$ cat config.mk
export PLATFORM = sky130hd
export DESIGN_NAME = armController
export DESIGN_NICKNAME = d
export VERILOG_FILES = /design/src/logic/armIsaPkg.sv /design/src/logic/armPipePkg.sv /design/src/logic/aluDecoder.sv /design/src/logic/armController.sv /design/src/logic/condUnit.sv /design/src/logic/instrDecoder.sv /design/src/logic/pipeCtrl.sv /design/src/logic/statusReg.sv
export SDC_FILE = /design/constraint.sdc
export NUM_CORES = 1
export LEC_CHECK = 0
export ABC_AREA = 0
export BUFFER_PORTS_ARGS = -buffer_cell sky130_fd_sc_hd__buf_2
export CORE_MARGIN = 2
export CORE_UTILIZATION = 54
export CTS_CLUSTER_SIZE = 12
export DETAILED_ROUTE_END_ITERATION = 8
export GPL_ROUTABILITY_DRIVEN = 0
export GPL_TIMING_DRIVEN = 1
export PLACE_DENSITY = 0.77
export SETUP_SLACK_MARGIN = 0.15
export SYNTH_ARGS = -nofsm -noshare
export SYNTH_HDL_FRONTEND = slang
export SYNTH_SLANG_ARGS = --single-unit
$ cat constraint.sdc
create_clock -name clk -period 2 [get_ports clk]
set_input_delay 0.1 -clock clk [delete_from_list [all_inputs] [get_ports clk]]
set_output_delay 0.1 -clock clk [all_outputs]
set_load 0.01 [all_outputs]
$ cat src/logic/armIsaPkg.sv
package armIsaPkg;

  // Coarse class from bits 27:25 and 7:4
  typedef enum logic [2:0] {
    dataImm   = 3'd0,
    dataReg   = 3'd1,
    multiply  = 3'd2,
    load      = 3'd3,
    store     = 3'd4,
    branch    = 3'd5,
    undefined = 3'd7
  } instrClassE;

  // Encoding 4'hF is unconditional space, not decoded here
  typedef enum logic [3:0] {
    condEq = 4'h0, condNe = 4'h1, condCs = 4'h2, condCc = 4'h3,
    condMi = 4'h4, condPl = 4'h5, condVs = 4'h6, condVc = 4'h7,
    condHi = 4'h8, condLs = 4'h9, condGe = 4'ha, condLt = 4'hb,
    condGt = 4'hc, condLe = 4'hd, condAl = 4'he
  } condE;

  // Data-processing opcode, instr[24:21]
  typedef enum logic [3:0] {
    cmdAnd = 4'h0, cmdEor = 4'h1, cmdSub = 4'h2, cmdRsb = 4'h3,
    cmdAdd = 4'h4, cmdAdc = 4'h5, cmdSbc = 4'h6, cmdRsc = 4'h7,
    cmdTst = 4'h8, cmdTeq = 4'h9, cmdCmp = 4'ha, cmdCmn = 4'hb,
    cmdOrr = 4'hc, cmdMov = 4'hd, cmdBic = 4'he, cmdMvn = 4'hf
  } aluCmdE;

  typedef enum logic [2:0] {
    aopAdd  = 3'd0,
    aopSub  = 3'd1,
    aopAnd  = 3'd2,
    aopOr   = 3'd3,
    aopXor  = 3'd4,
    aopPass = 3'd5
  } aluOperationE;

  // How the ALU forms the next C and V
  typedef enum logic [2:0] {
    cvNone  = 3'd0,  // Non-ALU instruction
    cvLogic = 3'd1,  // C from shifter, V kept
    cvAdd   = 3'd2,
    cvSub   = 3'd3
  } cvUpdateE;

endpackage

$ cat src/logic/armPipePkg.sv
package armPipePkg;

  // Only one instruction may sit between fetch and decode
  localparam int DecCredits = 1;

  typedef struct packed {
    logic n;
    logic z;
    logic c;
    logic v;
  } flagsT;

  typedef struct packed {
    logic              valid;
    logic [1:0]        regSrc;
    logic [1:0]        immSrc;
    logic              aluSrc;
    logic              memToReg;
    logic              regWrite;
    logic              memWrite;
    logic              branch;
    logic              aluOp;
    logic              multSelect;
    logic              pcSrc;
    armIsaPkg::aluCmdE aluCmd;
    logic [1:0]        flagWrite;     // {NZ, CV}
    logic              rselect;
    logic [1:0]        resultSelect;  // {mult, reg-shifted reg}
    armIsaPkg::condE   cond;
    logic [2:0]        shiftOp;       // instr[6:4]
    logic [3:0]        rd;
  } decCtrlT;

  typedef struct packed {
    logic                    valid;
    logic                    aluSrc;
    armIsaPkg::aluOperationE aluOperation;
    logic [2:0]              cvUpdate;
    logic                    invertB;
    logic                    reverseInputs;
    logic                    aluCarry;
    logic                    multEnable;
    logic [1:0]              resultSelect;
    logic [2:0]              shiftOp;
    logic                    branchTaken;
  } exCtrlT;

  typedef struct packed {
    logic       valid;
    logic       memWrite;
    logic       memToReg;
    logic       regWrite;
    logic       pcSrc;
    logic [3:0] rd;
  } memCtrlT;

  typedef struct packed {
    logic       valid;
    logic       memToReg;
    logic       regWrite;
    logic       pcSrc;
    logic [3:0] rd;
  } wbCtrlT;

endpackage

$ cat src/logic/aluDecoder.sv
`timescale 1ns/1ps

module aluDecoder (
  input  logic                    aluOp,
  input  armIsaPkg::aluCmdE       aluCmd,
  input  logic [1:0]              prevCarry,  // {C, V} from status register
  output armIsaPkg::aluOperationE aluOperation,
  output logic [2:0]              cvUpdate,
  output logic                    invertB,
  output logic                    reverseInputs,
  output logic                    aluCarry,
  output logic                    noRegWrite
);
  import armIsaPkg::*;

  cvUpdateE cvSel;

  assign cvUpdate = cvSel;

  always_comb begin
    aluOperation  = aopAdd;
    cvSel         = cvNone;
    invertB       = 1'b0;
    reverseInputs = 1'b0;
    aluCarry      = 1'b0;
    noRegWrite    = 1'b0;
    if (aluOp) begin
      case (aluCmd)
        cmdAnd, cmdTst: aluOperation = aopAnd;
        cmdEor, cmdTeq: aluOperation = aopXor;
        cmdOrr:         aluOperation = aopOr;
        cmdMov:         aluOperation = aopPass;
        cmdBic, cmdMvn: begin
          aluOperation = (aluCmd == cmdBic) ? aopAnd : aopPass;
          invertB      = 1'b1;
        end
        cmdSub, cmdCmp, cmdRsb: begin
          aluOperation  = aopSub;
          invertB       = 1'b1;
          aluCarry      = 1'b1;  // A + ~B + 1
          reverseInputs = (aluCmd == cmdRsb);
        end
        cmdSbc, cmdRsc: begin
          aluOperation  = aopSub;
          invertB       = 1'b1;
          aluCarry      = prevCarry[1];
          reverseInputs = (aluCmd == cmdRsc);
        end
        cmdAdc:         begin
          aluOperation = aopAdd;
          aluCarry     = prevCarry[1];
        end
        default:        aluOperation = aopAdd;  // ADD, CMN
      endcase
      case (aluOperation)
        aopAdd:  cvSel = cvAdd;
        aopSub:  cvSel = cvSub;
        default: cvSel = cvLogic;
      endcase
      noRegWrite = aluCmd inside {cmdTst, cmdTeq, cmdCmp, cmdCmn};  // Flags only
    end
  end

endmodule

$ cat src/logic/armController.sv
`timescale 1ns/1ps

module armController #(
  parameter int WbCredits = 2
) (
  input  logic                clk,
  input  logic                rstN,
  input  logic                instrValid,
  input  logic [31:0]         instr,
  output logic                decCredit,
  input  armPipePkg::flagsT   aluFlags,
  output armPipePkg::exCtrlT  exCtrl,
  output logic                stallE,
  output armPipePkg::memCtrlT memCtrl,
  output armPipePkg::wbCtrlT  wbCtrl,
  input  logic                wbCreditReturn,
  output logic                pcWrPending
);
  import armIsaPkg::*;
  import armPipePkg::*;

  decCtrlT      decCtrl;
  decCtrlT      exFromDec;
  exCtrlT       exGates;
  flagsT        flags;
  flagsT        flagsNext;
  aluOperationE aluOperation;
  logic [2:0]   cvUpdate;
  logic [1:0]   flagWe;
  logic         invertB;
  logic         reverseInputs;
  logic         aluCarry;
  logic         noRegWrite;
  logic         condEx;

  instrDecoder instrDecoder_inst (
    .instr      (instr),
    .instrValid (instrValid),
    .decCtrl    (decCtrl)
  );

  aluDecoder aluDecoder_inst (
    .aluOp         (exFromDec.aluOp),
    .aluCmd        (exFromDec.aluCmd),
    .prevCarry     ({flags.c, flags.v}),
    .aluOperation  (aluOperation),
    .cvUpdate      (cvUpdate),
    .invertB       (invertB),
    .reverseInputs (reverseInputs),
    .aluCarry      (aluCarry),
    .noRegWrite    (noRegWrite)
  );

  condUnit condUnit_inst (
    .cond      (exFromDec.cond),
    .flags     (flags),
    .aluFlags  (aluFlags),
    .flagWrite (exFromDec.flagWrite),
    .condEx    (condEx),
    .flagsNext (flagsNext),
    .flagWe    (flagWe)
  );

  statusReg statusReg_inst (
    .clk       (clk),
    .rstN      (rstN),
    .en        (~stallE),  // One update per instruction leaving Execute
    .flagWe    (flagWe),
    .flagsNext (flagsNext),
    .flags     (flags)
  );

  // branchTaken is filled in by pipeCtrl
  assign exGates = '{valid:         exFromDec.valid,
                     aluSrc:        exFromDec.aluSrc,
                     aluOperation:  aluOperation,
                     cvUpdate:      cvUpdate,
                     invertB:       invertB,
                     reverseInputs: reverseInputs,
                     aluCarry:      aluCarry,
                     multEnable:    exFromDec.multSelect,
                     resultSelect:  exFromDec.resultSelect,
                     shiftOp:       exFromDec.shiftOp,
                     branchTaken:   1'b0};

  pipeCtrl #(
    .WbCredits (WbCredits)
  ) pipeCtrl_inst (
    .clk            (clk),
    .rstN           (rstN),
    .decIn          (decCtrl),
    .exFromDec      (exFromDec),
    .condEx         (condEx),
    .noRegWrite     (noRegWrite),
    .exGates        (exGates),
    .exCtrl         (exCtrl),
    .memCtrl        (memCtrl),
    .wbCtrl         (wbCtrl),
    .stallE         (stallE),
    .decCredit      (decCredit),
    .wbCreditReturn (wbCreditReturn),
    .pcWrPending    (pcWrPending)
  );

endmodule

$ cat src/logic/condUnit.sv
`timescale 1ns/1ps

module condUnit (
  input  armIsaPkg::condE   cond,
  input  armPipePkg::flagsT flags,
  input  armPipePkg::flagsT aluFlags,
  input  logic [1:0]        flagWrite,
  output logic              condEx,
  output armPipePkg::flagsT flagsNext,
  output logic [1:0]        flagWe
);
  import armIsaPkg::*;

  logic nEqV;

  assign nEqV = (flags.n == flags.v);  // Signed greater or equal

  always_comb begin
    case (cond)
      condEq:  condEx = flags.z;
      condNe:  condEx = ~flags.z;
      condCs:  condEx = flags.c;
      condCc:  condEx = ~flags.c;
      condMi:  condEx = flags.n;
      condPl:  condEx = ~flags.n;
      condVs:  condEx = flags.v;
      condVc:  condEx = ~flags.v;
      condHi:  condEx = flags.c & ~flags.z;
      condLs:  condEx = ~flags.c | flags.z;
      condGe:  condEx = nEqV;
      condLt:  condEx = ~nEqV;
      condGt:  condEx = ~flags.z & nEqV;
      condLe:  condEx = flags.z | ~nEqV;
      condAl:  condEx = 1'b1;
      default: condEx = 1'b0;
    endcase
  end

  // Unmasked fields keep the stored value
  assign flagsNext.n = flagWrite[1] ? aluFlags.n : flags.n;
  assign flagsNext.z = flagWrite[1] ? aluFlags.z : flags.z;
  assign flagsNext.c = flagWrite[0] ? aluFlags.c : flags.c;
  assign flagsNext.v = flagWrite[0] ? aluFlags.v : flags.v;

  assign flagWe = flagWrite & {2{condEx}};

endmodule

$ cat src/logic/instrDecoder.sv
`timescale 1ns/1ps

module instrDecoder (
  input  logic [31:0]         instr,
  input  logic                instrValid,
  output armPipePkg::decCtrlT decCtrl
);
  import armIsaPkg::*;

  instrClassE iClass;
  logic [10:0] controls;
  logic        rsrForm;

  always_comb begin
    case (instr[27:25])
      3'b000:  iClass = (instr[7:4] == 4'b1001) ? multiply : dataReg;
      3'b001:  iClass = dataImm;
      3'b010,
      3'b011:  iClass = instr[20] ? load : store;
      3'b101:  iClass = branch;
      default: iClass = undefined;
    endcase
    if (instr[25] && instr[27:26] == 2'b01 && instr[4]) iClass = undefined;  // Media space
    if (instr[31:28] == 4'hf) iClass = undefined;
  end

  // {regSrc, immSrc, aluSrc, memToReg, regWrite, memWrite, branch, aluOp, multSelect}
  always_comb begin
    case (iClass)
      dataImm:  controls = 11'b00_00_1010010;
      dataReg:  controls = 11'b00_00_0010010;
      multiply: controls = 11'b00_00_0010011;
      load:     controls = {4'b00_01, ~instr[25], 6'b110000};  // Reg offset uses Rm
      store:    controls = {4'b10_01, ~instr[25], 6'b001000};
      branch:   controls = 11'b01_10_1000100;
      default:  controls = 11'b0;
    endcase
  end

  assign rsrForm = (iClass == dataReg) && instr[4];

  always_comb begin
    decCtrl = '0;
    {decCtrl.regSrc, decCtrl.immSrc, decCtrl.aluSrc, decCtrl.memToReg, decCtrl.regWrite,
     decCtrl.memWrite, decCtrl.branch, decCtrl.aluOp, decCtrl.multSelect} = controls;
    decCtrl.valid = 1'b1;
    decCtrl.rd    = decCtrl.multSelect ? instr[19:16] : instr[15:12];  // MUL Rd in 19:16
    if (decCtrl.aluOp) begin
      decCtrl.aluCmd    = aluCmdE'(instr[24:21]);
      decCtrl.flagWrite = {instr[20], instr[20] & ~decCtrl.multSelect};
    end else begin
      decCtrl.aluCmd    = cmdAdd;  // Address and target arithmetic
      decCtrl.flagWrite = 2'b00;
    end
    decCtrl.pcSrc        = (decCtrl.regWrite && decCtrl.rd == 4'hf) || decCtrl.branch;
    decCtrl.rselect      = (iClass == dataReg) && !instr[4];
    decCtrl.resultSelect = {decCtrl.multSelect, rsrForm};
    decCtrl.cond         = condE'(instr[31:28]);
    decCtrl.shiftOp      = instr[6:4];
    if (!instrValid) decCtrl = '0;  // Bubble
  end

endmodule

$ cat src/logic/pipeCtrl.sv
`timescale 1ns/1ps

module pipeCtrl #(
  parameter int WbCredits = 2
) (
  input  logic                clk,
  input  logic                rstN,
  input  armPipePkg::decCtrlT decIn,
  output armPipePkg::decCtrlT exFromDec,
  input  logic                condEx,
  input  logic                noRegWrite,
  input  armPipePkg::exCtrlT  exGates,
  output armPipePkg::exCtrlT  exCtrl,
  output armPipePkg::memCtrlT memCtrl,
  output armPipePkg::wbCtrlT  wbCtrl,
  output logic                stallE,
  output logic                decCredit,
  input  logic                wbCreditReturn,
  output logic                pcWrPending
);
  import armPipePkg::*;

  localparam int WbCntW  = $clog2(WbCredits + 1);
  localparam int DecCntW = $clog2(DecCredits + 1);

  decCtrlT            dHold;   // Decode word parked during a stall
  decCtrlT            decCur;
  memCtrlT            memNext;
  logic [WbCntW-1:0]  wbCount;
  logic [DecCntW-1:0] decCount;
  logic               decLeave;
  logic               wbSpend;

  assign decCur   = dHold.valid ? dHold : decIn;
  assign stallE   = memCtrl.valid && (wbCount == '0);  // Nowhere to put the M item
  assign decLeave = decCur.valid & ~stallE;
  assign wbSpend  = memCtrl.valid & ~stallE;

  always_ff @(posedge clk) begin
    if (!rstN || !stallE) dHold <= '0;
    else if (decIn.valid) dHold <= decIn;
  end

  always_ff @(posedge clk) begin
    if (!rstN) exFromDec <= '0;
    else if (!stallE) exFromDec <= decCur;
  end

  always_comb begin
    exCtrl             = exGates;
    exCtrl.branchTaken = exFromDec.valid & exFromDec.branch & condEx;
  end

  // Failed condition kills every architectural write
  always_comb begin
    memNext          = '0;
    memNext.valid    = exFromDec.valid;
    memNext.memWrite = exFromDec.memWrite & condEx;
    memNext.memToReg = exFromDec.memToReg;
    memNext.regWrite = exFromDec.regWrite & condEx & ~noRegWrite;
    memNext.pcSrc    = exFromDec.pcSrc & condEx & ~noRegWrite;
    memNext.rd       = exFromDec.rd;
  end

  always_ff @(posedge clk) begin
    if (!rstN) memCtrl <= '0;
    else if (!stallE) memCtrl <= memNext;
  end

  always_ff @(posedge clk) begin
    if (!rstN || stallE) begin
      wbCtrl <= '0;  // Bubble while held
    end else begin
      wbCtrl.valid    <= memCtrl.valid;
      wbCtrl.memToReg <= memCtrl.memToReg;
      wbCtrl.regWrite <= memCtrl.regWrite;
      wbCtrl.pcSrc    <= memCtrl.pcSrc;
      wbCtrl.rd       <= memCtrl.rd;
    end
  end

  always_ff @(posedge clk) begin
    if (!rstN) wbCount <= WbCntW'(WbCredits);
    else wbCount <= wbCount - WbCntW'(wbSpend) + WbCntW'(wbCreditReturn);
  end

  // Credits owed to fetch, handed out one per cycle
  always_ff @(posedge clk) begin
    if (!rstN) decCount <= DecCntW'(DecCredits);
    else decCount <= decCount - DecCntW'(decCredit) + DecCntW'(decLeave);
  end

  assign pcWrPending = (decCur.valid & decCur.pcSrc) | (exFromDec.valid & exFromDec.pcSrc) |
                       (memCtrl.valid & memCtrl.pcSrc);
  assign decCredit   = (decCount != '0) & ~pcWrPending & ~stallE;

endmodule

$ cat src/logic/statusReg.sv
`timescale 1ns/1ps

module statusReg (
  input  logic              clk,
  input  logic              rstN,
  input  logic              en,
  input  logic [1:0]        flagWe,     // {NZ, CV}
  input  armPipePkg::flagsT flagsNext,
  output armPipePkg::flagsT flags
);

  always_ff @(posedge clk) begin
    if (!rstN) begin
      flags <= '0;
    end else if (en) begin
      if (flagWe[1]) begin
        flags.n <= flagsNext.n;
        flags.z <= flagsNext.z;
      end
      if (flagWe[0]) begin
        flags.c <= flagsNext.c;
        flags.v <= flagsNext.v;
      end
    end
  end

endmodule

==> out/metrics.yaml, run 1 <==
status: "finished with violations"
violated_checks: "design-rule violations"
grt_usage: 0.228
ant_nets: 0
synth.lib_cells_used.distinct: 49
path_clk_slew_ns: 0.08
worst_setup_path_start_kind: "flip-flop"
max_cap_violations: 0
report.final.slew_viol_count: 0
fill_cells: 535
min_path_type: "input pin to flip-flop"
tritoncts: "built"
slowest_stage_cell_crit_path: "sky130_fd_sc_hd__dfxtp_4"
post_synth.cell_area_avg_um2: 8.49
detailroute.via_count: 3212
r2r_start: "pipeCtrl_inst.exFromDec[10]$_SDFFE_PN0N_"
wirelength_mm: 8.02
reg2regPathDepth: 8
postSynthRegisterBits: 78
min_period_over_period: 0.956
multiInputGateArea_um2: 1850
fin_crit_ns: 1.91
synth_cells: 425
worst-setup-path-type: "flip-flop to output pin"
instances_no_fill: 564
die_area_um2: 7350
hold_path_end: "pipeCtrl_inst.dHold[16]$_SDFFE_PP0P_"
first_iter_violations: 239
placed_cell_area_um2: 3910
sequential_cell_area_um2: 1580
power-per-cell-area_nw_per_um2: 768
fin_util: 0.670
timing.critical_path.required_ns: 1.90
dr.pass1.iters: 7
mappedNetlistNets: 467
max_clock_freq_mhz: 523
drt-vias-per-instance: 5.70
floorplan.rows: 29
chipHeight_um: 85.8
cp_slowest_stage_delay_ns: 0.38
root_buffer: "sky130_fd_sc_hd__clkbuf_8"
first_global_vias: 2892
final_layout_size_suffix_gt1_frac: 0.251
critPathBufInv: 2
h-tree-depth: 3
synth.cell_area_um2: 3610
crit_start: "pipeCtrl_inst.exFromDec[10]$_SDFFE_PN0N_"
end_kind: "output pin"
whs_path_depth: 3
die_x_um: 85.8
hold_path.startpoint: "instr[21]"
yosysSeqAreaShare: 0.433
rsz0062_at_grt: "yes"
avgRoutedWirePerCell_um: 14.2
dp_cells: 537
first_pass_grt_wire_length_mm: 13.4
dp_worst_setup_slack_ns: 0.183
totalNegativeSetupSlack_ns: 0
floorplan.initialDensity: 0.562
worst_ep_arrival_time_ns: 1.81
top_level_ports: 78
cp_cell_sequence: "inv_2 > nor2_2 > xor2_1 > o21ai_1 > a311o_2 > and3_4 > buf_6"
final.setup_skew_ns: 0.00614
design_area_um2: 4300
largest_net_degree_at_the_start_of_global_routing: 43
total_half_perimeter_wirelength_after_legalization_and_detailed_placement_mm: 5.32
diodes: 0
synthToLayoutAreaGrowth_pct: 19.2
cellLeakagePower_nw: 1.96
coreArea_um2: 6420
critical-path-top-delay-family: "compound AO/OA/AOI/OAI gates"
highest_count_cells_in_the_layout_ignoring_fill_and_taps: "86 x sky130_fd_sc_hd__nand2_1, 70 x sky130_fd_sc_hd__dfxtp_1, 67 x sky130_fd_sc_hd__buf_2"
cts-root-to-sink-buffers: 2
grt_antenna_before_repair: 0
number_of_hold_violations_in_the_final_report: 0
setup_violations: 0
drc_errors: 5
ys.warnings.count: 0
peakVddDrop_mv: 0.427
cts.sinks: 78
cts_made_buffers: 9
design.final.nets: 524
final_common_cell: "sky130_fd_sc_hd__nand2_1"
slew_headroom: 0.664
r2r-end: "statusReg_inst.flags[1]$_SDFFE_PN0P_"
reg2reg_slack_ns: 0.23
place.port_buffers: 68
globalRouteOverflowTotal: 0
timing.final.ws_setup_ns: 0.0890
cp_max_fo: 4
worst_pin_slew_ns: 0.504
worst_skew_pair.late_latency_ns: 0.35
==> per-stage QoR <==
stage | power, mW | hold WS, ns
final | 3.30 | 0.0128
after CTS | 3.32 | 0.00232
after global placement | 1.98 | 0.351
after global routing | 3.45 | 0.0334
after floorplan | 1.89 | 0.242
after detailed placement | 1.99 | 0.356
==> how the worst max path moves through the flow <==
stage          slack [ns]  cells after the start                                    to
2_1_floorplan        0.41                      8  statusReg_inst.flags[0]$_SDFFE_PN0P_
3_3_place_gp         0.21                      9                             decCredit
3_5_place_dp         0.18                      9                             decCredit
4_1_cts               0.1                      7                             exCtrl[0]
5_1_grt             -0.01                      7                             exCtrl[0]
6_report             0.09                      7                             exCtrl[0]
==> synthesized netlist by cell type (all sizes together) <==
cell type  count  area (um^2)
xor2           3         26.3
o2111a         1         11.3
a32oi          3         26.3
a21boi         8         60.1
o21ai          9         45.0
o211ai        22          165
inv            7         26.3
a21o           1         7.51
o211a         25          250
or2b           1         7.51
nor3           2         10.0
nand4          2         12.5
nand3b         3         22.5
and2           4         25.0
o21bai         1         7.51
nor2b          7         43.8
nor3b          4         30.0
buf           15          105
a31oi          2         12.5
mux2i         12          120
nor2          22         82.6
o21a           2         15.0
ha             2         25.0
a22oi          1         7.51
o41ai          1         8.76
nand2b         5         31.3
nand2         87          327
and3          13         92.6
dfxtp         78         1560
clkinv         1         3.75
a41oi          1         16.3
conb           1         3.75
xnor2          1         8.76
o221ai         1         8.76
a211oi         5         37.5
a311o          1         11.3
clkbuf        28          106
a21oi         30          150
and4bb         1         12.5
nand3          8         52.6
o311ai         3         26.3
nor4           1         6.26
==> what timing repair did <==
| item | in CTS | in global routing |
|---|---|---|
| setup endpoints to repair | 1 | 7 |
| pin swaps | 3 | 1 |
| hold buffers | 5 | 0 |
| resized for setup | 19 | 10 |
| cloned | 0 | 0 |
| endpoints found under the hold margin | 5 | 0 |
| buffers inserted | 5 | 1 |
==> power breakdown <==
part | switching (mW) | internal (mW) | leakage (nW) | total [mW]
sequential | 0.0398 | 1.60 | 0.637 | 1.64
clock | 0.581 | 0.740 | 0.110 | 1.32
combinational | 0.189 | 0.158 | 1.21 | 0.347
==> worst min-delay path, cell delays in order <==
cell and delay, ns:
sky130_fd_sc_hd__buf_2 0.10, sky130_fd_sc_hd__nand2_1 0.06, sky130_fd_sc_hd__a21oi_1 0.06
==> cell families after synthesis <==
family | Yosys count | share of synthesized area
AOI/OAI and AO/OA | 117 | 0.240
xor gates and xnor gates | 4 | 0.00971
adders and majority gates | 2 | 0.00693
buffers and inverters | 51 | 0.0669
DFF | 78 | 0.433
muxes | 12 | 0.0333
other | 1 | 0.00104
and+or+nand+nor | 160 | 0.209
==> state kept, by name (all words and copies together) (netlist names) <==
signal and count:
pipeCtrl_inst.wbCtrl 8, statusReg_inst.flags 4, pipeCtrl_inst.exFromDec 27, pipeCtrl_inst.wbCount 2, pipeCtrl_inst.memCtrl 9, pipeCtrl_inst.dHold 27
pipeCtrl_inst.decCount 1
==> per-layer routing <==
| metal | vias up | part of all wire | GRT usage |
|---|---|---|---|
| met5 | - | 0 | 0 |
| met4 | 0 | 0.017 | 0.0952 |
| met2 | 101 | 0.47 | 0.357 |
| met1 | 1495 | 0.46 | 0.306 |
| li1 | 1603 | - | - |
| met3 | 13 | 0.053 | 0.0510 |
==> layout make-up <==
type,count,area share
inverters,8,0.00698
clock buffers,11,0.0329
well taps,77,0.0224
repair buffers,89,0.122
multi-input cells,296,0.430
clock inverters,5,0.0189
flip-flops and latches,78,0.367
Note: power is estimated with default switching activity, not from simulation.
==> run 2, diff against run 1 <==
Settings changed: BUFFER_PORTS_ARGS -buffer_cell sky130_fd_sc_hd__buf_2 to default, CORE_UTILIZATION 54 to 63, DONT_BUFFER_PORTS from default to 1.
==> out/metrics.yaml, run 2 (synthesis results as in run 1) <==
final.setup_skew_ns: 0.00895
grt_usage: 0.259
worst_setup_path_start_kind: "flip-flop"
floorplan.rows: 27
highest_count_cells_in_the_layout_ignoring_fill_and_taps: "86 x sky130_fd_sc_hd__nand2_1, 73 x sky130_fd_sc_hd__dfxtp_1, 30 x sky130_fd_sc_hd__a21oi_1"
largest_net_degree_at_the_start_of_global_routing: 57
number_of_hold_violations_in_the_final_report: 0
worst_skew_pair.late_latency_ns: 0.35
design.final.nets: 470
cts.sinks: 78
top_level_ports: 78
h-tree-depth: 3
r2r_start: "statusReg_inst.flags[3]$_SDFFE_PN0P_"
first_pass_grt_wire_length_mm: 12.9
setup_violations: 0
slew_headroom: 0.613
dr.pass1.iters: 5
first_global_vias: 2841
drt-vias-per-instance: 6.04
tritoncts: "built"
r2r-end: "statusReg_inst.flags[0]$_SDFFE_PN0P_"
final_layout_size_suffix_gt1_frac: 0.102
synthToLayoutAreaGrowth_pct: 12.7
multiInputGateArea_um2: 1830
worst_ep_arrival_time_ns: 1.75
floorplan.initialDensity: 0.656
max_cap_violations: 0
coreArea_um2: 5510
die_x_um: 79.7
status: "finished, final reports clean"
reg2reg_slack_ns: 0.18
min_period_over_period: 0.925
ant_nets: 0
place.port_buffers: 0
end_kind: "output pin"
cellLeakagePower_nw: 1.67
worst-setup-path-type: "flip-flop to output pin"
totalNegativeSetupSlack_ns: 0
crit_start: "statusReg_inst.flags[3]$_SDFFE_PN0P_"
wirelength_mm: 7.85
crit_path_end: "exCtrl[0]"
total_half_perimeter_wirelength_after_legalization_and_detailed_placement_mm: 5.13
path_clk_slew_ns: 0.08
timing.critical_path.required_ns: 1.90
avgRoutedWirePerCell_um: 15.6
chipHeight_um: 79.7
dp_cells: 463
fin_crit_ns: 1.85
drc_errors: 0
sequential_cell_area_um2: 1580
power-per-cell-area_nw_per_um2: 764
rsz0062_at_grt: "yes"
grt_antenna_before_repair: 0
report.final.slew_viol_count: 0
reg2regPathDepth: 7
globalRouteOverflowTotal: 0
root_buffer: "sky130_fd_sc_hd__clkbuf_8"
final_common_cell: "sky130_fd_sc_hd__nand2_1"
fill_cells: 432
min_path_type: "input pin to flip-flop"
first_iter_violations: 165
cts_made_buffers: 9
detailroute.via_count: 3051
die_area_um2: 6350
diodes: 0
cp_max_fo: 5
instances_no_fill: 505
max_clock_freq_mhz: 541
layout_top_registers: "pipeCtrl_inst.dHold x27, pipeCtrl_inst.exFromDec x27, pipeCtrl_inst.memCtrl x9"
worst_pin_slew_ns: 0.574
peakVddDrop_mv: 0.620
cts-root-to-sink-buffers: 2
run 2: layer usage:
layer  part of all wire  GRT usage  vias up
li1                   -          -     1496
met1               0.44      0.332     1444
met2               0.47      0.410       99
met3              0.076     0.0532       12
met4              0.015      0.138        0
met5                  0          0        -
run 2: worst min-delay path by stage:
stage | slack [ns] | cells past startpoint | from | to
floorplan | 0.24 | 2 | aluFlags[1] | statusReg_inst.flags[1]$_SDFFE_PN0P_
CTS | 0.01 | 3 | instr[25] | pipeCtrl_inst.dHold[26]$_SDFFE_PP0P_
global placement | 0.17 | 1 | rstN | pipeCtrl_inst.wbCount[1]$_SDFF_PN1_
finish | 0.02 | 3 | instr[25] | pipeCtrl_inst.dHold[26]$_SDFFE_PP0P_
detailed placement | 0.17 | 1 | rstN | pipeCtrl_inst.wbCount[1]$_SDFF_PN1_
global route | 0.03 | 2 | rstN | pipeCtrl_inst.wbCount[1]$_SDFF_PN1_
run 2: worst max-delay path: stages, from the launching register on:
cell	delay (ns)
sky130_fd_sc_hd__dfxtp_4	0.38
sky130_fd_sc_hd__xor2_2	0.18
sky130_fd_sc_hd__nand3_1	0.08
sky130_fd_sc_hd__o311ai_0	0.13
sky130_fd_sc_hd__a311o_2	0.47
sky130_fd_sc_hd__and3_4	0.18
run 2: area by class of cell:
type	count	share of cell area
timing repair buffer	35	0.0849
multi-input combinational	296	0.450
clock inverter	6	0.0169
clock buffer	10	0.0314
tap	72	0.0221
sequential	78	0.387
inverter	8	0.00738
run 2: through the flow:
step | util | hold WS (ns) | instance area (um^2) | power, mW | setup slack (ns)
2_1_floorplan | - | 0.242 | 3610 | 1.89 | 0.413
6_report | 0.739 | 0.0166 | 4070 | 3.11 | 0.151
5_1_grt | 0.739 | 0.0312 | 4070 | 3.23 | 0.0891
3_3_place_gp | 0.648 | 0.167 | 3570 | 1.90 | 0.280
4_1_cts | 0.736 | 0.0115 | 4050 | 3.12 | 0.158
3_5_place_dp | 0.648 | 0.174 | 3570 | 1.91 | 0.189
run 2: what timing repair did:
action                                 CTS  global route
setup buffers                            2             0
hold buffers                            24             0
gates resized for setup                  9             6
setup endpoints to repair                1             6
endpoints found under the hold margin   74             0
pin swaps                                3             4
run 2: where the power goes:
group          switching [mW]  internal, mW
Sequential             0.0492          1.60
Combinational           0.154         0.141
Clock                   0.584         0.586
Total                   0.787          2.32
